**src/logic/cache_pkg.sv**
```systemverilog
`default_nettype none

package cache_pkg;

  // Geometry, kept small for simulation
  localparam int word_bits   = 32;
  localparam int offset_bits = 2;   // Word within a block
  localparam int index_bits  = 4;
  localparam int tag_bits    = word_bits - index_bits - offset_bits;
  localparam int ways        = 4;
  localparam int age_bits    = 2;   // Age 3 is the oldest
  localparam int block_bits  = word_bits << offset_bits;
  localparam int sets        = 1 << index_bits;

  typedef logic [word_bits-1:0]   word_t;   // Data word, also word address
  typedef logic [tag_bits-1:0]    tag_t;
  typedef logic [index_bits-1:0]  index_t;
  typedef logic [offset_bits-1:0] offset_t;
  typedef logic [block_bits-1:0]  block_t;  // Word 0 in the low bits
  typedef logic [age_bits-1:0]    age_t;
  typedef logic [ways-1:0]        way_vec_t;

  typedef enum logic {
    op_read,
    op_write
  } cpu_op_e;

  typedef enum logic [2:0] {
    st_idle,
    st_lookup,
    st_write_back,
    st_fill,
    st_update,
    st_respond
  } cache_state_e;

endpackage

`default_nettype wire
```
**src/logic/cpu_port.sv**
```systemverilog
`timescale 1ns/10ps
`default_nettype none

module cpu_port (
  input  logic                 clk,
  input  logic                 rst_n,
  input  logic                 cpu_req_valid,
  output logic                 cpu_req_ready,
  input  cache_pkg::cpu_op_e   cpu_req_op,
  input  cache_pkg::word_t     cpu_req_addr,
  input  cache_pkg::word_t     cpu_req_wdata,
  output logic                 cpu_rsp_valid,
  output cache_pkg::word_t     cpu_rsp_rdata,
  input  logic                 cpu_rsp_ready,
  input  logic                 idle,
  input  logic                 rsp_load,
  input  cache_pkg::word_t     rsp_word,
  output logic                 req_fire,
  output cache_pkg::cpu_op_e   req_op,
  output cache_pkg::tag_t      req_tag,
  output cache_pkg::index_t    req_index,
  output cache_pkg::offset_t   req_offset,
  output cache_pkg::word_t     req_wdata,
  output logic                 rsp_done
);

  assign cpu_req_ready = idle;  // One access in flight
  assign req_fire      = cpu_req_valid & cpu_req_ready;
  assign rsp_done      = cpu_rsp_valid & cpu_rsp_ready;

  // Request capture, address split as tag | index | offset
  always_ff @(posedge clk) begin
    if (req_fire) begin
      req_op     <= cpu_req_op;
      req_wdata  <= cpu_req_wdata;
      req_offset <= cpu_req_addr[cache_pkg::offset_bits-1:0];
      req_index  <= cpu_req_addr[cache_pkg::offset_bits +: cache_pkg::index_bits];
      req_tag    <= cpu_req_addr[cache_pkg::word_bits-1 -: cache_pkg::tag_bits];
    end
  end

  always_ff @(posedge clk or negedge rst_n) begin
    if (!rst_n) begin
      cpu_rsp_valid <= 1'b0;
    end else if (rsp_load) begin
      cpu_rsp_valid <= 1'b1;
    end else if (rsp_done) begin
      cpu_rsp_valid <= 1'b0;
    end
  end

  always_ff @(posedge clk) begin
    if (rsp_load) cpu_rsp_rdata <= rsp_word;  // Held until the CPU takes it
  end

  // Stalled response keeps its word
  assert property (@(posedge clk) disable iff (!rst_n)
    cpu_rsp_valid && !cpu_rsp_ready |=> cpu_rsp_valid && $stable(cpu_rsp_rdata))
    else $error("response changed while stalled");

endmodule

`default_nettype wire

```
**config.mk**
```make
export PLATFORM = sky130hd
export DESIGN_NAME = cpu_port
export DESIGN_NICKNAME = d
export VERILOG_FILES = /design/src/logic/cache_pkg.sv /design/src/logic/cpu_port.sv
export SDC_FILE = /design/constraint.sdc
export NUM_CORES = 1
export LEC_CHECK = 0
export ABC_CLOCK_PERIOD_IN_PS = 1800
export BUFFER_PORTS_ARGS = -buffer_cell sky130_fd_sc_hd__buf_2
export CORE_MARGIN = 2
export CORE_UTILIZATION = 37
export DETAILED_ROUTE_END_ITERATION = 8
export PLACE_DENSITY_LB_ADDON = 0.05
export SLEW_MARGIN = 20
export SYNTH_ARGS = -nofsm -noshare
export SYNTH_HDL_FRONTEND = slang
export SYNTH_SLANG_ARGS = --single-unit
```
**constraint.sdc**
```tcl
create_clock -name clk -period 1.8 [get_ports clk]
set_clock_uncertainty 0.15 [all_clocks]
set_input_delay 0.09 -clock clk [delete_from_list [all_inputs] [get_ports clk]]
set_output_delay 0.09 -clock clk [all_outputs]
set_load 0.02 [all_outputs]
```
==> qor.csv, run 1 <==
stage,metric,value,unit
synthesis,mean post-synth cell area,28.8,sq um
placed_design,pre-CTS WS,0.655,ns
clock_tree,Resized Gates After CTS,0,
die,Ports,204,
synthesis,post-synthesis instance total,103,
die,Initial Util,0.382,
clock_tree,Num Clock Sinks,98,
synthesis,Yosys reg bits,98,
die,Chip Height,93.6,um
clock_tree,TritonCTS Buffers,9,
clock_tree,postcts setup bufs,0,
synthesis,Ys Warns,0,
placed_design,GP Congestion,0.713,
clock_tree,H-tree Lvls,3,
clock_tree,Root Buffer,clkbuf_8,
run_status,First Err,[ERROR RSZ-0060] Max buffer count reached.,
synthesis,area fraction of the dominant cell type after synthesis,0.981,
synthesis,top post-synthesis cells by area,"edfxtp_1 98%, dfrtp_1 0.84%, a21o_1 0.25%, and2_2 0.25%, buf_4 0.25%",
run_status,Fail Step,clock tree synthesis (4_1_cts),
run_status,outcome,stopped before the end,
synthesis,sequential element share of the synthesized area,0.989,
placed_design,Port Buffers,203,
die,die width,93.6,um
placed_design,placed cells,409,
synthesis,Syn Nets,206,
die,Rows,32,
synthesis,Synth Cell Area,2970,sq um
clock_tree,CTS Hold Bufs,101,
synthesis,Synth area leader,edfxtp_1,
synthesis,Yosys cell types,7,
clock_tree,CTS max path bufs,2,
## logic make-up after synthesis
group                  Yosys count  share of synthesized area
AND/OR/NAND/NOR                  2                    0.00464
AO/OA/AOI/OAI                    1                    0.00253
buffers and inverters            2                    0.00379
flip-flops                      98                      0.989
## metrics by stage
step	instance area [sq um]	utilization	hold slack, ns
2_1_floorplan	2970	-	-0.356
3_3_place_gp	4150	0.534	-0.285
3_5_place_dp	4150	0.534	-0.282
## Yosys cell counts, drive strengths merged
cell,instances
and2,2
dfrtp,1
edfxtp,97
buf,1
a21o,1
inv,1
==> run 2: changes to the inputs <==
- ABC_CLOCK_PERIOD_IN_PS: 1800 -> 2300
- CORE_UTILIZATION: 37 -> 40
- PLACE_DENSITY_LB_ADDON: 0.05 -> 0.15
- clock period: 1.8 -> 2.3 ns (I/O delays scaled with it)
==> qor.csv, run 2 <==
stage,metric,value,unit,change
pwr,Clock Power Share,0.305,,
job,max_cap viols,0,,
layout,fillers,477,,
timing,final hold violations,0,,
drt,Pre-Repair DR Iteration Count,4,,
clock_tree,TritonCTS Buffers,9,,unchanged
worst_setup_path,Worst Setup End Kind,output port,,
worst_hold_path,Hold WC Path Type,in2reg,,
synthesis,post-synthesis instance total,103,,unchanged
synthesis,Yosys reg bits,98,,unchanged
clock_tree,Clock Latency Late Sink,0.34,ns,
drt,WL/cell,15.1,um,
worst_setup_path,CP Max Fanout,3,,
layout,fin nets,520,,
drt,via count,2234,,
pwr,Net Sw Frac,0.231,,
layout,most frequent cells in the layout,"203 x buf_2, 100 x dlygate4sd3_1, 97 x edfxtp_1",,
synthesis,sequential element share of the synthesized area,0.989,,unchanged
timing,worst relative slew slack,0.528,,
layout,area grow syn2layout,79.9,%,
timing,TNS Setup,0,ns,
worst_hold_path,Worst Hold Path Cells,1,,
timing,RSZ-0062 raised after global routing,no,,
worst_setup_path,origin of the critical flop-to-flop path,cpu_rsp_valid$_DFFE_PN0P_,,
synthesis,post-synthesis async set-or-reset flop share,0.0102,,unchanged
timing,fin crit share,0.592,,
timing,count of pins over their slew limit,0,,
layout,Top Registers,"cpu_rsp_rdata x32, req_wdata x32, req_tag x26",,
drt,final WL,7.87,mm,
die,core area,7210,sq um,
layout,layout cells sized above 1,0.526,,
synthesis,Synth area leader,edfxtp_1,,unchanged
timing,Worst Slack Setup Final,0.938,ns,
global_routing,initial antenna violation count,0,,
worst_hold_path,Hold Path End,cpu_rsp_rdata[10]$_DFFE_PP_,,
clock_tree,clock slew at reported path FFs,0.09,ns,
clock_tree,CTS tree,yes,,
worst_setup_path,critical-path cell list,and2_2 > buf_2,,
global_routing,Congestion Overflow GR,0,,
global_routing,GR Util met2,0.363,,
placed_design,placed cells,405,,was 409
worst_setup_path,Worst path slowest cell,dfrtp_1,,
clock_tree,postcts setup bufs,0,,unchanged
worst_setup_path,max incr delay on CP,0.40,ns,
drt,Iter 0 DRT Violations,87,,
worst_setup_path,worst r2r dst,cpu_rsp_valid$_DFFE_PN0P_,,
worst_setup_path,Worst Setup Start Kind,flop,,
synthesis,mean post-synth cell area,28.8,sq um,unchanged
layout,Final Non-Filler Cells,521,,
die,Rows,31,,was 32
drt,post-route ant nets,0,,
pwr,overall power,0.00386,W,
timing,Slew @ Worst Pin,0.708,ns,
timing,Max Clk Rate,0.734,GHz,
placed_design,DP Area,4120,sq um,was 4150 sq um
worst_setup_path,Worst EP required,2.04,ns,
synthesis,Synth Cell Area,2970,sq um,unchanged
pwr,VDD IR max,0.401,mV,
pwr,Static Leak,2.28,nW,
clock_tree,H-tree Lvls,3,,unchanged
synthesis,area fraction of the dominant cell type after synthesis,0.981,,unchanged
timing,Final setup viols,0,,
die,die width,90.2,um,was 93.6 um
placed_design,HPWL after DPL,4.39,mm,
drt,detail-routed via count per cell,4.29,,
layout,post-layout instance area,5340,sq um,
worst_setup_path,worst setup path startpoint,cpu_rsp_valid$_DFFE_PN0P_,,
global_routing,first-pass GRT wire length,12.0,mm,
pwr,Psw,0.000892,W,
die,Ports,204,,unchanged
placed_design,GP Congestion,0.760,,was 0.713
pwr,internal power,0.00297,W,
synthesis,top post-synthesis cells by area,"edfxtp_1 98%, dfrtp_1 0.84%, a21o_1 0.25%, and2_2 0.25%, buf_4 0.25%",,unchanged
die,area of the die,8130,sq um,
die,Initial Util,0.412,,was 0.382
worst_hold_path,hold path start,rsp_load,,
global_routing,met1 usage,0.198,,
synthesis,"Top FF cell, synth",edfxtp_1,,unchanged
synthesis,Yosys cell types,7,,unchanged
worst_setup_path,R2R depth,1,,
global_routing,grt peak-use layer,met2,,
pwr,sequential share of power,0.552,,
timing,fin crit period,1.36,ns,
worst_setup_path,WP data arrival,1.10,ns,
clock_tree,Num Clock Sinks,98,,unchanged
global_routing,met3 Use GR,0.0679,,
pwr,combinational share of power,0.143,,
drt,Remaining DRCs,0,,
synthesis,Ys Warns,0,,unchanged
layout,"commonest non-fill, non-tap cell in the layout",buf_2,,
synthesis,Syn Nets,206,,unchanged
worst_setup_path,Crit Path Class,reg2out,,
global_routing,Global Route Usage Sum,0.198,,
placed_design,Port Buffers,203,,unchanged
pwr,Power Dens Cells,723,nW/um^2,
die,Chip Height,90.2,um,was 93.6 um
clock_tree,CTS max path bufs,2,,unchanged
global_routing,vias in the first global route,2410,,
synthesis,top-count cell post-synth,edfxtp_1,,unchanged
placed_design,pre-CTS WS,1.10,ns,was 0.655 ns
synthesis,Post-synth EDFFs,97,,unchanged
run_status,outcome,finished clean,,was stopped before the end
global_routing,largest net degree at the start of global routing,67,,
worst_setup_path,reg2reg setup slack,1.46,ns,
layout,n_diodes,0,,
clock_tree,Root Buffer,clkbuf_8,,unchanged
==> run 2: cell counts after synthesis <==
Identical to the previous run, type by type.
==> run 2: timing repair <==
| item | in CTS | in global routing |
|---|---|---|
| gates resized for setup | 0 | 0 |
| hold buffers | 100 | 0 |
| endpoints found under the hold margin | 99 | 0 |
==> run 2: final cells by class <==
class | instances | area [sq um] | area share
Clock buffer | 9 | 124 | 0.0232
Clock inverter | 7 | 93.8 | 0.0176
Inverter | 1 | 3.75 | 0.000703
Multi-Input combinational cell | 3 | 22.5 | 0.00422
Sequential cell | 98 | 2940 | 0.550
Tap cell | 99 | 124 | 0.0232
Timing Repair Buffer | 304 | 2040 | 0.381
==> run 2: how the worst max path moves through the flow <==
stage,end,slack (ns)
floorplan,req_index[0]$_DFFE_PP_,0.70
global placement,cpu_rsp_rdata[11]$_DFFE_PP_,1.10
detailed placement,cpu_rsp_rdata[11]$_DFFE_PP_,1.10
CTS,rsp_done,0.94
global route,rsp_done,0.89
finish,rsp_done,0.94
==> run 2: metrics by stage <==
step                hold slack [ns]   util
detailed placement           -0.257  0.572
global placement             -0.259  0.572
global route                  0.227  0.741
floorplan                    -0.331      -
CTS                           0.193  0.741
finish                        0.209  0.741
==> run 2: per-layer routing <==
layer / part of all wire / routed length (um) / up-vias
li1: - / - / 1039
met5: 0 / 0 / -
met1: 0.33 / 2610 / 1033
met3: 0.091 / 714 / 22
met4: 0.034 / 268 / 0
met2: 0.54 / 4290 / 140
==> run 2: power by group through the flow <==
stage | clock network, W | logic [W] | registers [W]
finish | 0.00118 | 0.000553 | 0.00213
global route | 0.00128 | 0.000583 | 0.00214
CTS | 0.00121 | 0.000546 | 0.00213
detailed placement | 0 | 0.000413 | 0.00217
global placement | 0 | 0.000412 | 0.00217
floorplan | 0 | 0.0000242 | 0.00234
==> run 2: kinds of logic after synthesis <==
group	share of synthesized area
buffers and inverters	0.00379
DFF	0.989
AOI/OAI and AO/OA	0.00253
and+or+nand+nor	0.00464
==> run 2: critical path, delay by kind of cell (launching register included) <==
kind                   cells  cell delay [ns]
AND/OR/NAND/NOR            1             0.20
flip-flops                 1             0.40
buffers and inverters      1             0.15
No activity file was read; power rests on OpenSTA's default activity.
