`config.mk`:
```
export PLATFORM = sky130hd
export DESIGN_NAME = line_update
export DESIGN_NICKNAME = d
export VERILOG_FILES = /design/src/logic/cache_pkg.sv /design/src/logic/line_update.sv
export SDC_FILE = /design/constraint.sdc
export NUM_CORES = 1
export LEC_CHECK = 0
export BUFFER_PORTS_ARGS = -buffer_cell sky130_fd_sc_hd__buf_2
export CAP_MARGIN = 20
export CORE_AREA = 2 2 178 180
export DETAILED_ROUTE_END_ITERATION = 10
export DIE_AREA = 0 0 180 182
export PLACE_DENSITY = 0.41
export SLEW_MARGIN = 20
export SYNTH_ARGS = -nofsm -noshare
export SYNTH_HDL_FRONTEND = slang
export SYNTH_SLANG_ARGS = --single-unit
```
`constraint.sdc`:
```
create_clock -name vclk -period 3.3
set_input_delay 0.495 -clock vclk [all_inputs]
set_output_delay 0.495 -clock vclk [all_outputs]
set_load 0.01 [all_outputs]
```
`src/logic/cache_pkg.sv`:
```
`default_nettype none

package cache_pkg;

  // Geometry, kept small for simulation
  localparam int word_bits   = 32;
  localparam int offset_bits = 2;   // Word within a block
  localparam int index_bits  = 4;
  localparam int tag_bits    = word_bits - index_bits - offset_bits;
  localparam int ways        = 4;
  localparam int age_bits    = 2;   // Age 3 is the oldest
  localparam int block_bits  = word_bits << offset_bits;
  localparam int sets        = 1 << index_bits;

  typedef logic [word_bits-1:0]   word_t;   // Data word, also word address
  typedef logic [tag_bits-1:0]    tag_t;
  typedef logic [index_bits-1:0]  index_t;
  typedef logic [offset_bits-1:0] offset_t;
  typedef logic [block_bits-1:0]  block_t;  // Word 0 in the low bits
  typedef logic [age_bits-1:0]    age_t;
  typedef logic [ways-1:0]        way_vec_t;

  typedef enum logic {
    op_read,
    op_write
  } cpu_op_e;

  typedef enum logic [2:0] {
    st_idle,
    st_lookup,
    st_write_back,
    st_fill,
    st_update,
    st_respond
  } cache_state_e;

endpackage

`default_nettype wire
```
`src/logic/line_update.sv`:
```
`timescale 1ns/10ps
`default_nettype none

module line_update (
  input  cache_pkg::cpu_op_e   req_op,
  input  cache_pkg::offset_t   req_offset,
  input  cache_pkg::word_t     req_wdata,
  input  logic                 hit,
  input  logic                 hit_dirty,   // Dirty bit of the hit way
  input  cache_pkg::block_t    hit_block,
  input  cache_pkg::block_t    fill_block,
  output cache_pkg::block_t    new_block,
  output logic                 new_dirty,
  output cache_pkg::word_t     rsp_word
);

  cache_pkg::block_t base_block;

  assign base_block = hit ? hit_block : fill_block;  // Fill data on a miss

  // Merge the CPU word into the block on a write
  always_comb begin
    new_block = base_block;
    if (req_op == cache_pkg::op_write)
      new_block[req_offset*cache_pkg::word_bits +: cache_pkg::word_bits] = req_wdata;
  end

  // Write sets dirty, read miss brings clean data, read hit keeps it
  assign new_dirty = (req_op == cache_pkg::op_write) || (hit && hit_dirty);

  assign rsp_word = base_block[req_offset*cache_pkg::word_bits +: cache_pkg::word_bits];

endmodule

`default_nettype wire

```
==> flow_summary.json, run 1 <==
{
  "post_synth_num_cell_types": 23,
  "hpwlAfterDp_um": 24400,
  "num_vias": 6689,
  "crit_top_cell": "buf_2",
  "finalHoldViolCount": 0,
  "grt_pass1_vias": 6978,
  "rsz0062_at_grt": "false",
  "io_pins": 454,
  "nets": 1193,
  "hold_ws_ps": 1280,
  "hp-class": "input port to output pin",
  "cp.required_ps": 2800,
  "ant_nets": 0,
  "clock_buffers": 0,
  "drtIter0Drc": 344,
  "fin_ws_ps": 521,
  "dr.pass1.iters": 5,
  "grt_pass1_wl_um": 44700,
  "drv_cap": 0,
  "viasPerCell": 5.16,
  "synth_top_area_share": 0.254,
  "dieHeight_um": 182,
  "drv_slew": 0,
  "flops_and_latches": 0,
  "clkPwrFrac": 0,
  "regArea_um2": 0,
  "avgRoutedWirePerCell_um": 24.0,
  "cts_hold_buf": 0,
  "worstSetupPathType": "input port to output pin",
  "syn_to_final_growth_pct": 53.0,
  "synthCells": 478,
  "finalSetupViolCount": 0,
  "netlist_area_um2": 5040,
  "finalCriticalPeriod_ps": 2780,
  "drt_wl_total_um": 31100,
  "slowest_delay_ps": 490,
  "synthTopCellsByArea": "mux2i_1, mux4_2, o32ai_1, mux2_4, mux4_1",
  "drcViolationCount": 0,
  "power_frac_seq": 0,
  "tightest_slew_ps": 1010,
  "postCtsSetupBuffers": 0,
  "initial_utilization": 0.163,
  "crit_chain": "buf_2 > inv_2 > ha_1 > or3b_2 > buf_4 > o32ai_1 > buf_2",
  "min-delay-start": "hit_dirty",
  "die_area_um2": 32800,
  "end_kind": "output pin",
  "grt_antenna_before_repair": 2,
  "grtUsageTotal": 0.176,
  "critical_path.max_fanout": 39,
  "core_area_um2": 31000,
  "grt_max_degree": 53,
  "power.leakage_nw": 3.81,
  "combPwrFrac": 1.000,
  "power_switching_w": 0.000646,
  "overflow": 0,
  "die_width_um": 180,
  "min_path_cells": 3,
  "syn_nets": 776,
  "seq_area_frac_synth": 0,
  "drive_above_1_share": 0.655,
  "yosys.area.top_type": "mux2i_1",
  "worstPathArrival_ps": 2280,
  "final.setup.tns_ps": 0,
  "syn_area_per_cell_um2": 10.5,
  "intPower_w": 0.000602,
  "crit_start": "req_offset[0]",
  "cts_resized": 0,
  "fill_cells": 3436,
  "fmax_mhz": 360,
  "std_cell_rows": 65,
  "cp-start-kind": "input port",
  "cellPowerDensity_nw_per_um2": 162,
  "dp_slack_ps": 532,
  "crit_slowest_cell": "or3b_2",
  "gp_congestion": 0.882,
  "yosys_warnings": 0,
  "peakVddDrop_mv": 0.0569,
  "port_buffers": 454,
  "finalCritPeriodShare": 0.842,
  "status": "finished clean",
  "relSlewSlack": 0.325,
  "sw_frac_of_total": 0.518
}
## layout make-up
cell class	instances	area, um2	share of cell area
Tap cell	402	503	0.0652
Timing Repair Buffer	491	2590	0.336
Inverter	34	128	0.0166
Multi-Input combinational cell	368	4490	0.582
Antenna cell	1	2.50	0.000325
## through the flow
| step | power (W) | area [um2] | std cells | util |
|---|---|---|---|---|
| finish | 0.00125 | 7710 | 1296 | 0.249 |
| floorplan | 0.000683 | 5040 | 478 | - |
| CTS | 0.00125 | 7710 | 1295 | 0.249 |
| global placement | 0.00125 | 7710 | 1295 | 0.249 |
| global route | 0.00133 | 7710 | 1296 | 0.249 |
| detailed placement | 0.00125 | 7710 | 1295 | 0.249 |
## routing by layer
metal  global-route usage  routed length, um  vias up
li1                     -                  -     2930
met1                0.224              12800     3331
met2                0.316              15600      380
met3               0.0243               1990       46
met4               0.0403                704        2
met5                    0                  8        -
## placed cells by master (no fill, tap or decap), types with 4 or more instances in the layout
master,Yosys,routed
buf_2,15,452
ha_1,5,5
buf_4,12,36
mux2_2,7,7
mux2i_1,128,128
mux4_2,53,53
and2_2,0,4
mux4_1,11,11
mux2_4,25,25
inv_1,32,32
o32ai_1,128,128
## kinds of logic (layout without fill, tap and decap cells)
kind of cell | Yosys count | count (layout) | synth area share
AOI/OAI and AO/OA | 129 | 129 | 0.224
adders and majority gates | 5 | 5 | 0.0124
buffers and inverters | 110 | 525 | 0.111
muxes | 224 | 224 | 0.639
other | 0 | 1 | 0
and+or+nand+nor | 10 | 10 | 0.0139
## synth_stat cells
cell,instances
nand4b_1,2
a21o_1,1
ha_1,5
buf_12,4
mux2_4,25
mux2i_1,128
buf_6,2
inv_1,32
mux4_2,53
clkbuf_4,1
nand3_1,1
buf_2,15
buf_1,4
mux2_2,7
clkbuf_1,38
o32ai_1,128
inv_2,2
and2_1,4
buf_4,12
nand3b_1,1
or2_1,1
mux4_1,11
or3b_1,1
## worst paths after layout
path  slack, ps             end
max         520  new_block[120]
min        1280       new_dirty
## power by group through the flow
stage,sequential [W],clock [W],combinational (W)
after floorplan,0,0,0.000683
after global placement,0,0,0.00125
after detailed placement,0,0,0.00125
after CTS,0,0,0.00125
after global routing,0,0.0000000000405,0.00133
final,0,0.0000000000405,0.00125
## worst max-delay path: cells and delay by family
kind / cells / cell delay (ps)
buffers and inverters: 4 / 660
AND/OR/NAND/NOR: 1 / 490
AO/OA/AOI/OAI: 1 / 390
adder cells (fa/ha/maj): 1 / 220
Power figures use the tool's default switching activity.
==> inputs of run 2 (changes only) <==
- clock period: 3.3 -> 2.8 ns (I/O delays scaled with it)
==> run 2 against run 1 <==
- non-clock buffer count is 4 higher
- design area is 1.0% higher
- first-iteration DRC count is 3.8% lower
- critical path depth stayed put
- sequential cell count stayed put
- count of clock-buffer cells in the layout stayed put
- power is 19% higher
- largest cell class unchanged
==> flow_summary.json, run 2 (same netlist as run 1, synthesis figures left out) <==
{
  "rsz0062_at_grt": "false",
  "drt_wl_total_um": 31300,
  "dp_slack_ps": 5.96,
  "crit_slowest_cell": "or3b_2",
  "die_area_um2": 32800,
  "power_switching_w": 0.000759,
  "gp_congestion": 0.895,
  "drive_above_1_share": 0.658,
  "syn_to_final_growth_pct": 54.6,
  "critical_path.max_fanout": 39,
  "ant_nets": 0,
  "mostFrequentLayoutCells": "buf_2, mux2i_1, o32ai_1, mux4_2, buf_4",
  "layout.cells.most_common": "buf_2",
  "end_kind": "output pin",
  "hpwlAfterDp_um": 24300,
  "viasPerCell": 5.10,
  "fill_cells": 3434,
  "finalSetupViolCount": 0,
  "finalHoldViolCount": 0,
  "intPower_w": 0.000720,
  "relSlewSlack": 0.309,
  "port_buffers": 454,
  "grt_pass1_vias": 6910,
  "flops_and_latches": 0,
  "drv_cap": 0,
  "drv_slew": 0,
  "cp.required_ps": 2380,
  "worstSetupPathType": "input port to output pin",
  "grt_antenna_before_repair": 3,
  "p_total_w": 0.00148,
  "nets": 1197,
  "crit_chain": "buf_2 > inv_2 > ha_1 > or3b_2 > buf_4 > o32ai_2 > buf_2",
  "tightest_slew_ps": 1040,
  "hp-class": "input port to output pin",
  "drcViolationCount": 0,
  "die_width_um": 180,
  "path_delay_family": "buffers and inverters",
  "drtIter0Drc": 331,
  "dr.pass1.iters": 5,
  "num_vias": 6643,
  "avgRoutedWirePerCell_um": 24.1,
  "grtUsageTotal": 0.176,
  "clkPwrFrac": 0,
  "core_area_um2": 31000,
  "std_cell_rows": 65,
  "status": "finished clean",
  "fmax_mhz": 375,
  "power.leakage_nw": 3.85,
  "power_frac_seq": 0,
  "combPwrFrac": 1.000,
  "fin_ws_ps": 134,
  "io_pins": 454,
  "grt_max_degree": 51,
  "final.setup.tns_ps": 0,
  "worstPathArrival_ps": 2250,
  "finalCritPeriodShare": 0.952,
  "regArea_um2": 0,
  "overflow": 0,
  "peakVddDrop_mv": 0.0565,
  "finalCriticalPeriod_ps": 2670,
  "cp-start-kind": "input port",
  "dieHeight_um": 182,
  "crit_top_cell": "buf_2",
  "slowest_delay_ps": 500,
  "sw_frac_of_total": 0.513,
  "cp.buffers_inverters": 4,
  "clock_buffers": 0,
  "cellPowerDensity_nw_per_um2": 190,
  "cts_hold_buf": 0,
  "initial_utilization": 0.163,
  "grt_pass1_wl_um": 44300
}
==> run 2: path summary, 6_finish.rpt <==
| path | slack (ps) | from | cells past startpoint | endpoint |
|---|---|---|---|---|
| hold / removal | 1130 | hit_dirty | 3 | new_dirty |
| setup / recovery | 130 | req_offset[0] | 7 | new_block[55] |
==> run 2: timing repair <==
| item | in CTS | in global routing |
|---|---|---|
| setup endpoints to repair | 0 | 1 |
| buffers inserted | 0 | 0 |
| resized for setup | 0 | 1 |
==> run 2: stage by stage <==
stage | instances | utilization | hold slack (ps) | instance area, um2
3_3_place_gp | 1299 | 0.251 | 1130 | 7770
3_5_place_dp | 1299 | 0.251 | 1130 | 7770
5_1_grt | 1302 | 0.251 | 1140 | 7790
4_1_cts | 1299 | 0.251 | 1130 | 7770
2_1_floorplan | 478 | - | 973 | 5040
6_report | 1302 | 0.251 | 1130 | 7790
==> run 2: power by group through the flow <==
stage	registers (W)	clock network (W)	logic [W]
finish	0	0.000000000143	0.00148
global placement	0	0	0.00148
CTS	0	0	0.00149
detailed placement	0	0	0.00148
global route	0	0.000000000143	0.00158
floorplan	0	0	0.000806
==> run 2: cell type report <==
type	count	area (um2)	area share
tap	402	503	0.0646
inverter	34	128	0.0164
multi-input combinational	368	4500	0.577
antenna	3	7.51	0.000964
timing repair buffer	495	2660	0.341
==> run 2: layer usage <==
layer / wire length [um] / track usage
met1: 12400 / 0.215
met2: 15700 / 0.321
met3: 2430 / 0.0305
met4: 717 / 0.0403
met5: 0 / 0
==> inputs of run 3 (changes only) <==
- CORE_AREA: 2 2 178 180 -> 2 2 176 178
- DIE_AREA: 0 0 180 182 -> 0 0 178 180
- SKIP_LAST_GASP: unset -> 1
- clock period: 2.8 -> 3.3 ns (I/O delays scaled with it)
==> run 3 against run 2 <==
- critical path depth fell by 1
- setup slack improved by 230 ps
- combinational power fell by 16%
- routed wire length fell by 1.5%
==> flow_summary.json, run 3 (same netlist as run 1, synthesis figures left out) <==
{
  "drt_wl_total_um": 30800,
  "tightest_slew_ps": 1010,
  "crit_slowest_cell": "or2_2",
  "critical_path.max_fanout": 32,
  "path_depth": 6,
  "diodes": 0,
  "viasPerCell": 5.21,
  "path_delay_family": "simple AND/OR/NAND/NOR gates",
  "ant_nets": 0,
  "intPower_w": 0.000599,
  "crit_chain": "buf_2 > inv_2 > ha_1 > or2_2 > o32ai_1 > buf_2",
  "cp.required_ps": 2800,
  "p_total_w": 0.00125,
  "grt_pass1_vias": 6964,
  "relSlewSlack": 0.330,
  "syn_to_final_growth_pct": 52.4,
  "final_cell_count_no_fill": 1278,
  "cp.buffers_inverters": 3,
  "hpwlAfterDp_um": 23800,
  "cts_hold_buf": 0,
  "worstSetupPathType": "input port to output pin",
  "grtUsageTotal": 0.179,
  "avgRoutedWirePerCell_um": 24.1,
  "crit_start": "req_offset[0]",
  "dr.pass1.iters": 5,
  "crit_top_cell": "buf_2",
  "peakVddDrop_mv": 0.0767,
  "fmax_mhz": 340,
  "grt_antenna_before_repair": 0,
  "combPwrFrac": 1.000,
  "finalCritPeriodShare": 0.891,
  "port_buffers": 454,
  "nets": 1182,
  "dieHeight_um": 180,
  "overflow": 0,
  "drive_above_1_share": 0.651,
  "end_kind": "output pin",
  "slowest_delay_ps": 670,
  "io_pins": 454,
  "die_width_um": 178,
  "status": "finished clean",
  "regArea_um2": 0,
  "grt_pass1_wl_um": 43800,
  "cp-start-kind": "input port",
  "crit_end": "new_block[66]",
  "dp_slack_ps": 425,
  "finalSetupViolCount": 0,
  "fin_ws_ps": 361,
  "cts_resized": 0,
  "die_area_um2": 32000,
  "layout.cells.most_common": "buf_2",
  "postCtsSetupBuffers": 0,
  "std_cell_rows": 64,
  "final.setup.tns_ps": 0,
  "flops_and_latches": 0,
  "power_switching_w": 0.000649,
  "core_area_um2": 30200,
  "num_vias": 6654,
  "initial_utilization": 0.167,
  "cellPowerDensity_nw_per_um2": 163,
  "drcViolationCount": 0,
  "rsz0062_at_grt": "false",
  "mostFrequentLayoutCells": "buf_2, mux2i_1, o32ai_1, mux4_2, inv_1",
  "finalCriticalPeriod_ps": 2940,
  "drv_slew": 0,
  "finalHoldViolCount": 0,
  "grt_max_degree": 67,
  "drtIter0Drc": 277,
  "hp-class": "input port to output pin",
  "gp_congestion": 0.868,
  "sw_frac_of_total": 0.520,
  "power.leakage_nw": 3.78,
  "placedCellCount": 1278,
  "drv_cap": 0,
  "worstPathArrival_ps": 2440,
  "clock_buffers": 0,
  "power_frac_seq": 0,
  "clkPwrFrac": 0
}
==> run 3: worst min-delay path, delay by kind of cell <==
| kind | cells | cell delay, ps |
|---|---|---|
| compound gates | 1 | 110 |
| buf+inv | 2 | 210 |
==> run 3: area by class of cell <==
class | count | area, um2
fill | 3346 | 22500
multi-input combinational | 368 | 4490
timing repair buffer | 480 | 2570
tap | 396 | 495
inverter | 34 | 128
==> run 3: power groups by stage <==
| stage | registers, W | logic, W | clock network, W |
|---|---|---|---|
| floorplan | 0 | 0.000683 | 0 |
| global placement | 0 | 0.00124 | 0 |
| detailed placement | 0 | 0.00124 | 0 |
| CTS | 0 | 0.00125 | 0 |
| global route | 0 | 0.00133 | 0 |
| finish | 0 | 0.00125 | 0 |
==> run 3: worst min path at each step <==
| stage | startpoint | endpoint | slack (ps) | cells past startpoint |
|---|---|---|---|---|
| after floorplan | hit_dirty | new_dirty | 1120 | 1 |
| after detailed placement | hit_dirty | new_dirty | 1300 | 3 |
| after global routing | hit_dirty | new_dirty | 1320 | 3 |
| after global placement | hit_dirty | new_dirty | 1320 | 3 |
| final | hit_dirty | new_dirty | 1310 | 3 |
| after CTS | hit_dirty | new_dirty | 1310 | 3 |
==> run 3: routing by layer <==
layer	GRT usage	up-vias	routed length, um
met5	0	-	0
met4	0.0541	0	960
met3	0.0326	69	2500
met2	0.319	400	15200
met1	0.215	3272	12100
li1	-	2913	-
==> run 3: metrics by stage <==
stage / hold slack [ps] / instance area, um2 / util
floorplan: 1120 / 5040 / -
finish: 1310 / 7680 / 0.254
global route: 1320 / 7680 / 0.254
global placement: 1320 / 7680 / 0.254
CTS: 1310 / 7680 / 0.254
detailed placement: 1300 / 7680 / 0.254
