## config.mk

```make
export PLATFORM = sky130hd
export DESIGN_NAME = mem_port
export DESIGN_NICKNAME = d
export VERILOG_FILES = /design/src/logic/cache_pkg.sv /design/src/logic/mem_port.sv
export SDC_FILE = /design/constraint.sdc
export NUM_CORES = 1
export LEC_CHECK = 0
export ABC_AREA = 1
export BUFFER_PORTS_ARGS = -buffer_cell sky130_fd_sc_hd__buf_2
export CORE_AREA = 2 2 233 235
export DETAILED_ROUTE_END_ITERATION = 8
export DIE_AREA = 0 0 235 237
export MAX_ROUTING_LAYER = met4
export PLACE_DENSITY = 0.43
export SLEW_MARGIN = 20
export SYNTH_ARGS = -nofsm -noshare
export SYNTH_HDL_FRONTEND = slang
export SYNTH_SLANG_ARGS = --single-unit
```

## constraint.sdc

```tcl
create_clock -name clk -period 0.8 [get_ports clk]
set_input_delay 0.08 -clock clk [delete_from_list [all_inputs] [get_ports clk]]
set_output_delay 0.08 -clock clk [all_outputs]
set_load 0.01 [all_outputs]
```

## src/logic/cache_pkg.sv

```systemverilog
`default_nettype none

package cache_pkg;

  // Geometry, kept small for simulation
  localparam int word_bits   = 32;
  localparam int offset_bits = 2;   // Word within a block
  localparam int index_bits  = 4;
  localparam int tag_bits    = word_bits - index_bits - offset_bits;
  localparam int ways        = 4;
  localparam int age_bits    = 2;   // Age 3 is the oldest
  localparam int block_bits  = word_bits << offset_bits;
  localparam int sets        = 1 << index_bits;

  typedef logic [word_bits-1:0]   word_t;   // Data word, also word address
  typedef logic [tag_bits-1:0]    tag_t;
  typedef logic [index_bits-1:0]  index_t;
  typedef logic [offset_bits-1:0] offset_t;
  typedef logic [block_bits-1:0]  block_t;  // Word 0 in the low bits
  typedef logic [age_bits-1:0]    age_t;
  typedef logic [ways-1:0]        way_vec_t;

  typedef enum logic {
    op_read,
    op_write
  } cpu_op_e;

  typedef enum logic [2:0] {
    st_idle,
    st_lookup,
    st_write_back,
    st_fill,
    st_update,
    st_respond
  } cache_state_e;

endpackage

`default_nettype wire
```

## src/logic/mem_port.sv

```systemverilog
`timescale 1ns/10ps
`default_nettype none

module mem_port (
  input  logic                 clk,
  input  logic                 rst_n,
  input  logic                 mem_start,
  input  logic                 mem_write,
  input  cache_pkg::tag_t      req_tag,
  input  cache_pkg::index_t    req_index,
  input  cache_pkg::tag_t      victim_tag,
  input  cache_pkg::block_t    victim_block,
  output logic                 mem_req_valid,
  input  logic                 mem_req_ready,
  output logic                 mem_req_write,
  output cache_pkg::word_t     mem_req_addr,
  output cache_pkg::block_t    mem_req_wblock,
  input  logic                 mem_rsp_valid,
  input  cache_pkg::block_t    mem_rsp_rblock,
  output cache_pkg::block_t    fill_block
);

  always_ff @(posedge clk or negedge rst_n) begin
    if (!rst_n) begin
      mem_req_valid <= 1'b0;
    end else if (mem_start) begin
      mem_req_valid <= 1'b1;
    end else if (mem_req_ready) begin
      mem_req_valid <= 1'b0;  // Accepted, or already idle
    end
  end

  // Block aligned address, victim's own tag on a write-back
  always_ff @(posedge clk) begin
    if (mem_start) begin
      mem_req_write  <= mem_write;
      mem_req_addr   <= {(mem_write ? victim_tag : req_tag), req_index,
                         {cache_pkg::offset_bits{1'b0}}};
      mem_req_wblock <= victim_block;
    end
  end

  always_ff @(posedge clk) begin
    if (mem_rsp_valid) fill_block <= mem_rsp_rblock;  // Write ack loads junk, unused
  end

endmodule

`default_nettype wire

```

==> metrics.txt, run 1 <==
Top-Level Pins 608; global-route usage over all layers around an eighth; Chip Height roughly 240 µm; routed wire length 35.9 mm; time the worst path needs with I/O delays and setup 1200 ps; post-synthesis sequential area ratio 95.5%; post-detailed-placement cell area 0.0131 mm²; average cell area after synthesis 23.9 µm²; cell family with the largest share of critical-path delay flip-flops; Post-Layout Inst Area 0.0178 mm²; clock tree from TritonCTS yes; Setup Fix Bufs, Post-CTS 0; pin count of the biggest net entering global routing 42; worst setup path startpoint fill_block[64]; Crit-path slowest cell sky130_fd_sc_hd__edfxtp_1; Hold WC Path Type primary input to flip-flop; number of storage elements in the synthesis netlist ~290; most used routing layer met2; layout cells sized above 1 49.3%; number of port buffers 605; nets 1673; standard-cell rows 85; cell-by-cell trace of the critical path buf_6; clk buf depth 3; Layout Utilization around 33%; setup repair after global routing missed its margin true; placeable core area between 0.05 and 0.06 mm²; routability congestion estimate 0.798; total die area 0.0557 mm²; DR iter-0 viols roughly 230; Levels on crit path 1; per-cell routed wire length 17.2 µm; final total negative setup slack -94680 ps; Crit path largest cell delay 420 ps; final hold vios 0; antenna-violating nets left 0; ratio of routed vias to standard cells roughly 3.5; worst vdd rail ir drop 1.77 mV; Max Slew Vio Count 0; number of H-tree branching levels 2; slack of the worst reg-to-reg path 200 ps; final setup violation count 288; die width 235 µm; failing checks setup timing; Worst Setup Path Type flip-flop to output port; pwr/cell area 2210 mW/mm²; number of buffers added by the clock tree synthesis step 35; area growth from synthesis to layout 96.2%; grt total ovfl 0; global-route track usage on met2 22.0%; final setup slack of the worst path -398 ps; met1 GRT Util 12.0%; worst-skew pair later-pin latency 540 ps; count of maximum capacitance violations 0; leakage power total between 7 and 8 nW; Initial Utilization 17.0%; met3 Track Usage GR 6.04%; startpoint kind of the worst setup timing path flip-flop; Critical Path Fanout Max 1; element type at the critical path end output port; Yosys cell types 10; Clock Sink Count 288; overall via count from detail_route 7322; DRC Markers 0; outcome finished, violations left; achievable clock frequency 835 MHz; Final Skew 0 ps; number of optimization iterations in the first detailed-route pass 4; Yosys warning total 0; required time at the endpoint of the critical path 720 ps; wire length of the first global-routing pass 50.5 mm; terminus of the critical flop-to-flop path mem_req_valid; vias in the first global route 8314; Worst-path clk slew 60 ps; synthesized area 0.00905 mm²; worst reg2reg path startpoint mem_req_valid; period utilization 150%; buffer type at the clock tree root sky130_fd_sc_hd__clkbuf_16; Worst R2R Path Depth 2; Worst EP arrival 1120 ps; number of antenna violations at the first check in global routing 7; worst setup path end fill_block[64]; Detail Placement HPWL 27.2 mm; count of buffer and inverter cells on the critical path 1; Syn Inst Count 379
[Yosys cell counts]
library cell	instances	share of area (%)
sky130_fd_sc_hd__inv_8	1	0.12
sky130_fd_sc_hd__edfxtp_1	287	95
sky130_fd_sc_hd__nand2_1	75	3.1
sky130_fd_sc_hd__buf_6	3	0.37
sky130_fd_sc_hd__conb_1	1	0.041
sky130_fd_sc_hd__nand2_2	5	0.35
sky130_fd_sc_hd__buf_4	3	0.25
sky130_fd_sc_hd__inv_1	2	0.083
sky130_fd_sc_hd__dfrtp_1	1	0.28
sky130_fd_sc_hd__buf_8	1	0.17
[cells by family after synthesis]
group	count (synthesis)	synth area share, %
buf+inv	10	0.995
other cells	1	0.0414
flops	288	95.5
simple gates	80	3.46
[registers in the layout, summed over array words and instances, names as in the netlist]
name,cells
fill_block,128
mem_req_valid,1
mem_req_addr,30
mem_req_wblock,128
mem_req_write,1
[area by class of cell]
cell class / instances / area [µm²]
clock buffers: 43 / 927
fillers: 5273 / 35500
flip-flops and latches: 288 / 8640
diodes: 5 / 12.5
inverters: 3 / 18.8
multi-input cells: 82 / 320
clock inverters: 20 / 215
well taps: 696 / 871
repair buffers: 945 / 6750
[power by group]
group	internal, W	leakage, nW	switching [W]
sequential	0.0180	2.82	0.000384
clock	0.00958	0.559	0.00633
combinational	0.00268	4.21	0.00224
[placed cells by master, fill, tap and decap left out]
cell                             count
sky130_fd_sc_hd__buf_2             561
sky130_fd_sc_hd__dlygate4sd3_1     317
sky130_fd_sc_hd__edfxtp_1          287
sky130_fd_sc_hd__nand2_1            75
sky130_fd_sc_hd__buf_6              46
sky130_fd_sc_hd__clkbuf_16          37
sky130_fd_sc_hd__buf_4              14
sky130_fd_sc_hd__clkinv_1            8
sky130_fd_sc_hd__clkbuf_1            7
sky130_fd_sc_hd__diode_2             5
sky130_fd_sc_hd__nand2_2             5
sky130_fd_sc_hd__clkinv_2            4
sky130_fd_sc_hd__bufinv_16           4
sky130_fd_sc_hd__buf_12              4
sky130_fd_sc_hd__inv_8               2
sky130_fd_sc_hd__inv_1               2
sky130_fd_sc_hd__conb_1              2
sky130_fd_sc_hd__inv_6               2
sky130_fd_sc_hd__clkinv_8            1
sky130_fd_sc_hd__dlymetal6s4s_1      1
sky130_fd_sc_hd__dfrtp_1             1
sky130_fd_sc_hd__buf_16              1
[per-stage QoR]
stage	std cells	hold WS, ps	total power [W]	setup slack, ps
2_1_floorplan	380	-216	0.0194	92.6
3_3_place_gp	1695	-142	0.0221	-79.7
3_5_place_dp	1695	-141	0.0221	-90.8
4_1_cts	2076	12.0	0.0398	-476
5_1_grt	2082	21.9	0.0408	-468
6_report	2082	41.8	0.0392	-398
[worst min path at each step]
stage	start	end	slack (ps)	cells past startpoint
5_1_grt	mem_start	mem_req_addr[24]	20	2
4_1_cts	mem_start	mem_req_addr[24]	10	2
6_report	mem_start	mem_req_addr[24]	40	2
3_3_place_gp	rst_n	mem_req_valid	-140	1
3_5_place_dp	rst_n	mem_req_valid	-140	1
2_1_floorplan	rst_n	mem_req_valid	-220	0
[metal layers]
metal  part of all wire [%]  up-vias
li1                       -     3411
met1                     34     3418
met2                     51      426
met3                     11       67
met4                    3.5        0
met5                      0        -
[what timing repair did]
action                     in CTS  in global routing
setup endpoints to repair     288                323
hold buffers                  318                  0
hold endpoints to repair      307                  0
gates resized for setup        45                 31
cloned                          0                  1
Note: power is estimated with default switching activity, not from simulation.
==> inputs of run 2 (changes only) <==
- CORE_AREA: 2 2 233 235 -> 2 2 235 237
- DIE_AREA: 0 0 235 237 -> 0 0 237 239
- PLACE_DENSITY: 0.43 -> 0.41
- RECOVER_POWER: default -> 50
- clock period: 0.8 -> 1.25 ns (I/O delays scaled with it)
==> run 2 against run 1 <==
Against the previous run:
- the run still ends with setup timing left
- highest routed layer unchanged
- critical path type is now primary input to flip-flop
- sequential cell count unchanged
- sequential share of layout area increased by 0.98 points
- largest cell class unchanged
- first-iteration DRC count increased by 27%
- utilization decreased by 1.3 points
- clock power decreased by 38%
- clock skew unchanged
==> metrics.txt, run 2 (synthesis gave the netlist of run 1 again) <==
area growth from synthesis to layout 92.3%; final hold vios 0; per-cell routed wire length 18.0 µm; outcome finished, violations left; number of port buffers 605; number of antenna violations at the first check in global routing 11; achievable clock frequency 768 MHz; worst setup path startpoint mem_start; routed wire length between 30 and 40 mm; wire length of the first global-routing pass 51.5 mm; pin count of the biggest net entering global routing 54; total power approximately 0.025 W; count of maximum capacitance violations 0; routability congestion estimate 0.777; Max Slew Vio Count 0; Initial Utilization ~17%; Clock Sink Count 288; DRC Markers 0; number of H-tree branching levels 2; startpoint kind of the worst setup timing path primary input; worst vdd rail ir drop roughly 1.1 mV; Critical Path Fanout Max 26; number of optimization iterations in the first detailed-route pass 4; required time at the endpoint of the critical path 1430 ps; Top-Level Pins 608; Worst R2R Path Depth 2; failing checks setup timing; final setup slack of the worst path -51.6 ps; terminus of the critical flop-to-flop path mem_req_valid; Final Skew 0 ps; Setup Fix Bufs, Post-CTS 0; clock tree from TritonCTS yes; Worst EP arrival 1490 ps; ratio of routed vias to standard cells 3.54; most frequent standard cell in the layout excluding fill and tap cells sky130_fd_sc_hd__buf_2; Chip Height 239 µm; pwr/cell area 1420 mW/mm²; setup repair after global routing missed its margin true; post-placement cell count 1694; worst-skew pair later-pin latency 520 ps; antenna-violating nets left 0; commonest cells after routing, fill and taps aside sky130_fd_sc_hd__buf_2, sky130_fd_sc_hd__dlygate4sd3_1, sky130_fd_sc_hd__edfxtp_1, sky130_fd_sc_hd__nand2_1, sky130_fd_sc_hd__clkbuf_16; vias in the first global route 8066; leakage power total 7.35 nW; number of buffers added by the clock tree synthesis step 35; slack of the worst reg-to-reg path 660 ps; time the worst path needs with I/O delays and setup 1300 ps; grt total ovfl 0; overall via count from detail_route 7335; Detail Placement HPWL 29.0 mm; element type at the critical path end flip-flop; Hold WC Path Type primary input to flip-flop; DR iter-0 viols 286; total die area 0.0566 mm²; Worst Setup Path Type primary input to flip-flop; clk buf depth 3; layout cells sized above 1 47.1%; nets between 1500 and 2000; global-route usage over all layers between 10% and 20%; standard-cell rows 86; Final Non-Filler Cells just over 2000; Setup Slack @ Placement 271 ps; final setup violation count 27; worst setup path end mem_req_wblock[61]; die width 237 µm; Worst-path clk slew around 60 ps; placeable core area between 0.05 and 0.06 mm²; biggest registers after layout fill_block: 128 flops, mem_req_wblock: 128 flops, mem_req_addr: 30 flops; buffer type at the clock tree root sky130_fd_sc_hd__clkbuf_16; worst reg2reg path startpoint mem_req_valid; period utilization 104%
run 2: cell types whose count changed in the layout (fill, tap and decap cells not counted), sizes merged, moves of 2 or more:
| cell | previous run | this run |
|---|---|---|
| clkinv | 13 | 8 |
| buf | 626 | 584 |
| clkinvlp | 0 | 5 |
| clkbuf | 44 | 74 |
| inv | 6 | 4 |
run 2: how the worst min path moves through the flow:
| stage | startpoint | end | slack [ps] | cells after the start |
|---|---|---|---|---|
| floorplan | rst_n | mem_req_valid | -170 | 0 |
| global placement | rst_n | mem_req_valid | -80 | 1 |
| detailed placement | rst_n | mem_req_valid | -80 | 1 |
| CTS | mem_write | mem_req_write | 130 | 2 |
| global route | mem_write | mem_req_write | 150 | 2 |
| finish | mem_write | mem_req_write | 170 | 2 |
run 2: power breakdown:
| part | internal (W) | switching (W) | leakage, nW |
|---|---|---|---|
| Clock | 0.00598 | 0.00393 | 0.526 |
| Sequential | 0.0115 | 0.000230 | 2.82 |
| Combinational | 0.00162 | 0.00143 | 4.01 |
| Total | 0.0191 | 0.00559 | 7.35 |
run 2: layer usage:
layer | global-route usage (%) | vias to the layer above | part of all wire [%] | wire [µm]
met3 | 4.90 | 64 | 9.5 | 3550
met4 | 3.95 | 0 | 2.9 | 1060
li1 | - | 3382 | - | -
met5 | - | - | 0 | 0
met1 | 12.6 | 3463 | 35 | 13000
met2 | 23.9 | 426 | 53 | 19700
run 2: stage by stage:
stage	area (µm²)	hold slack [ps]	setup TNS (ps)	util (%)
after floorplan	9050	-171	0	-
final	17400	173	-1020	32.0
after global placement	13100	-84.7	0	24.1
after detailed placement	13100	-82.0	0	24.1
after CTS	17400	132	-631	32.1
after global routing	17400	154	-2890	32.0
run 2: what timing repair did:
| action | in CTS | in global routing |
|---|---|---|
| hold endpoints to repair | 302 | 0 |
| gates resized for setup | 15 | 23 |
| endpoints found under the setup margin | 25 | 39 |
| hold buffers | 317 | 0 |
run 2: area by class of cell:
class	count	area, µm²
Multi-Input combinational cell	82	320
Clock inverter	17	169
Antenna cell	4	10.0
Sequential cell	288	8640
Fill cell	5416	36900
Timing Repair Buffer	934	6420
Inverter	3	18.8
Tap cell	704	881
Clock buffer	41	941
run 2: worst max-delay path: stages:
cell                            delay, ps
sky130_fd_sc_hd__dlygate4sd3_1        530
sky130_fd_sc_hd__clkbuf_2             370
sky130_fd_sc_hd__buf_4                440
==> inputs of run 3 (changes only) <==
- SETUP_SLACK_MARGIN: default -> 0.1
==> run 3 against run 2 <==
Against the previous run:
- the run still ends with setup timing left
- register-to-register slack about the same
- power up 1.6%
- critical path type unchanged
- non-clock buffer count did not move
- via count increased by 0.16%
- fmax increased by 0.18%
- clock-buffer cell count unchanged
- combinational power rose by 10%
- largest power group unchanged
- first-iteration DRC count shrank 5.2%
- worst hold slack got worse by 65 ps
==> metrics.txt, run 3 (synthesis gave the netlist of run 1 again) <==
final setup slack of the worst path -49.3 ps; leakage power total roughly 7.6 nW; final total negative setup slack -974 ps; Detail Placement HPWL 29.0 mm; per-cell routed wire length 18.0 µm; DRC Markers 0; pwr/cell area 1380 mW/mm²; Worst R2R Path Depth 2; worst-skew pair later-pin latency 520 ps; global-route usage over all layers 13.0%; required time at the endpoint of the critical path 1430 ps; period utilization 104%; Max Slew Vio Count 0; Crit-path slowest cell sky130_fd_sc_hd__dlygate4sd3_1; ratio of routed vias to standard cells roughly 3.5; startpoint kind of the worst setup timing path primary input; count of maximum capacitance violations 0; grt total ovfl 0; Worst Setup Path Type primary input to flip-flop; number of buffers added by the clock tree synthesis step 35; biggest registers after layout fill_block: 128 flops, mem_req_wblock: 128 flops, mem_req_addr: 30 flops; failing checks setup timing; cell-by-cell trace of the critical path dlygate4sd3_1 > clkbuf_2 > buf_4; standard-cell rows 86; number of H-tree branching levels 2; overall via count from detail_route 7347; Initial Utilization 16.7%; nets 1662; element type at the critical path end flip-flop; time the worst path needs with I/O delays and setup around 1300 ps; filler cell count 5359; pin count of the biggest net entering global routing 54; number of antenna violations at the first check in global routing 10; worst reg2reg path startpoint mem_req_valid; wire length of the first global-routing pass around 52 mm; layout cells sized above 1 47.0%; commonest cells after routing, fill and taps aside sky130_fd_sc_hd__buf_2, sky130_fd_sc_hd__dlygate4sd3_1, sky130_fd_sc_hd__edfxtp_1, sky130_fd_sc_hd__buf_6, sky130_fd_sc_hd__nand2_1; vias in the first global route 8077; Chip Height 239 µm; area growth from synthesis to layout 100%; final hold vios 0; total die area 0.0566 mm²; Worst-path clk slew ~60 ps; final setup violation count 27; setup repair after global routing missed its margin true; outcome finished, violations left; terminus of the critical flop-to-flop path mem_req_valid; clock tree from TritonCTS yes; placeable core area around 0.054 mm²; antenna-violating nets left 0; clk buf depth 3; die width between 200 and 250 µm; number of port buffers 605; routability congestion estimate slightly below 0.8; worst vdd rail ir drop 1.08 mV; Clock Sink Count 288; Hold WC Path Type primary input to flip-flop; Top-Level Pins between 600 and 700; achievable clock frequency 770 MHz; Crit path largest cell delay ~530 ps; number of optimization iterations in the first detailed-route pass 4; most frequent standard cell in the layout excluding fill and tap cells sky130_fd_sc_hd__buf_2; Worst EP arrival 1480 ps; Setup Fix Bufs, Post-CTS 0; routed wire length approximately 37 mm; Final Skew 0 ps; worst setup path startpoint mem_start; Critical Path Fanout Max 26; buffer type at the clock tree root sky130_fd_sc_hd__clkbuf_16; total power ~0.025 W; worst setup path end mem_req_wblock[20]; DR iter-0 viols 271; slack of the worst reg-to-reg path about 650 ps
==> run 3: changes by cell type in the layout (fill, tap and decap cells not counted), sizes merged <==
| cell | change |
|---|---|
| clkbuf | +4 |
| dlymetal6s4s | +2 |
| buf | -4 |
| dlygate4sd3 | -2 |
==> run 3: metrics by stage <==
| step | area (µm²) | hold WS [ps] | instances | util, % | setup slack, ps |
|---|---|---|---|---|---|
| finish | 18100 | 108 | 2073 | 33.3 | -49.3 |
| global route | 18100 | 112 | 2073 | 33.3 | -106 |
| CTS | 18000 | 65.4 | 2069 | 33.1 | -105 |
| detailed placement | 13100 | -82.0 | 1694 | 24.1 | 271 |
| global placement | 13100 | -84.7 | 1694 | 24.1 | 279 |
| floorplan | 9050 | -171 | 380 | - | 498 |
==> run 3: worst min path at each step <==
| stage | start | endpoint | slack (ps) | depth (start not counted) |
|---|---|---|---|---|
| floorplan | rst_n | mem_req_valid | -170 | 0 |
| global placement | rst_n | mem_req_valid | -80 | 1 |
| detailed placement | rst_n | mem_req_valid | -80 | 1 |
| CTS | mem_write | mem_req_addr[16] | 70 | 4 |
| global route | mem_write | mem_req_addr[8] | 110 | 4 |
| finish | mem_write | mem_req_addr[16] | 110 | 4 |
==> run 3: final cells by class <==
class                   count  area (µm²)  area share [%]
multi-input cells          82         328            1.81
well taps                 704         881            4.86
flip-flops and latches    288        8640            47.7
inverters                   3        18.8           0.104
diodes                      4        10.0          0.0552
repair buffers            934        7130            39.3
clock buffers              41         941            5.19
clock inverters            17         169           0.932
==> run 3: repair_timing <==
item / 4_1_cts / 5_1_grt
pin swaps: 0 / 0
hold buffers: 317 / 5
gates resized for setup: 135 / 45
endpoints found under the hold margin: 302 / 5
endpoints found under the setup margin: 288 / 297
==> run 3: metal layers <==
metal  global-route usage, %  vias up  wire length [µm]  share of wire (%)
li1                        -     3382                 -                  -
met1                    12.2     3469             12700                 34
met2                    24.1      434             19900                 53
met3                    5.17       62              3740                 10
met4                    3.80        0              1010                2.7
met5                       -        -                 0                  0
==> run 3: worst max-delay path, delay by kind of cell <==
kind,cells,cell delay (ps)
buf+inv,3,1330
==> run 3: power breakdown <==
group	internal [W]	switching (W)	total [W]
Combinational	0.00194	0.00144	0.00337
Clock	0.00598	0.00392	0.00990
Sequential	0.0115	0.000300	0.0118
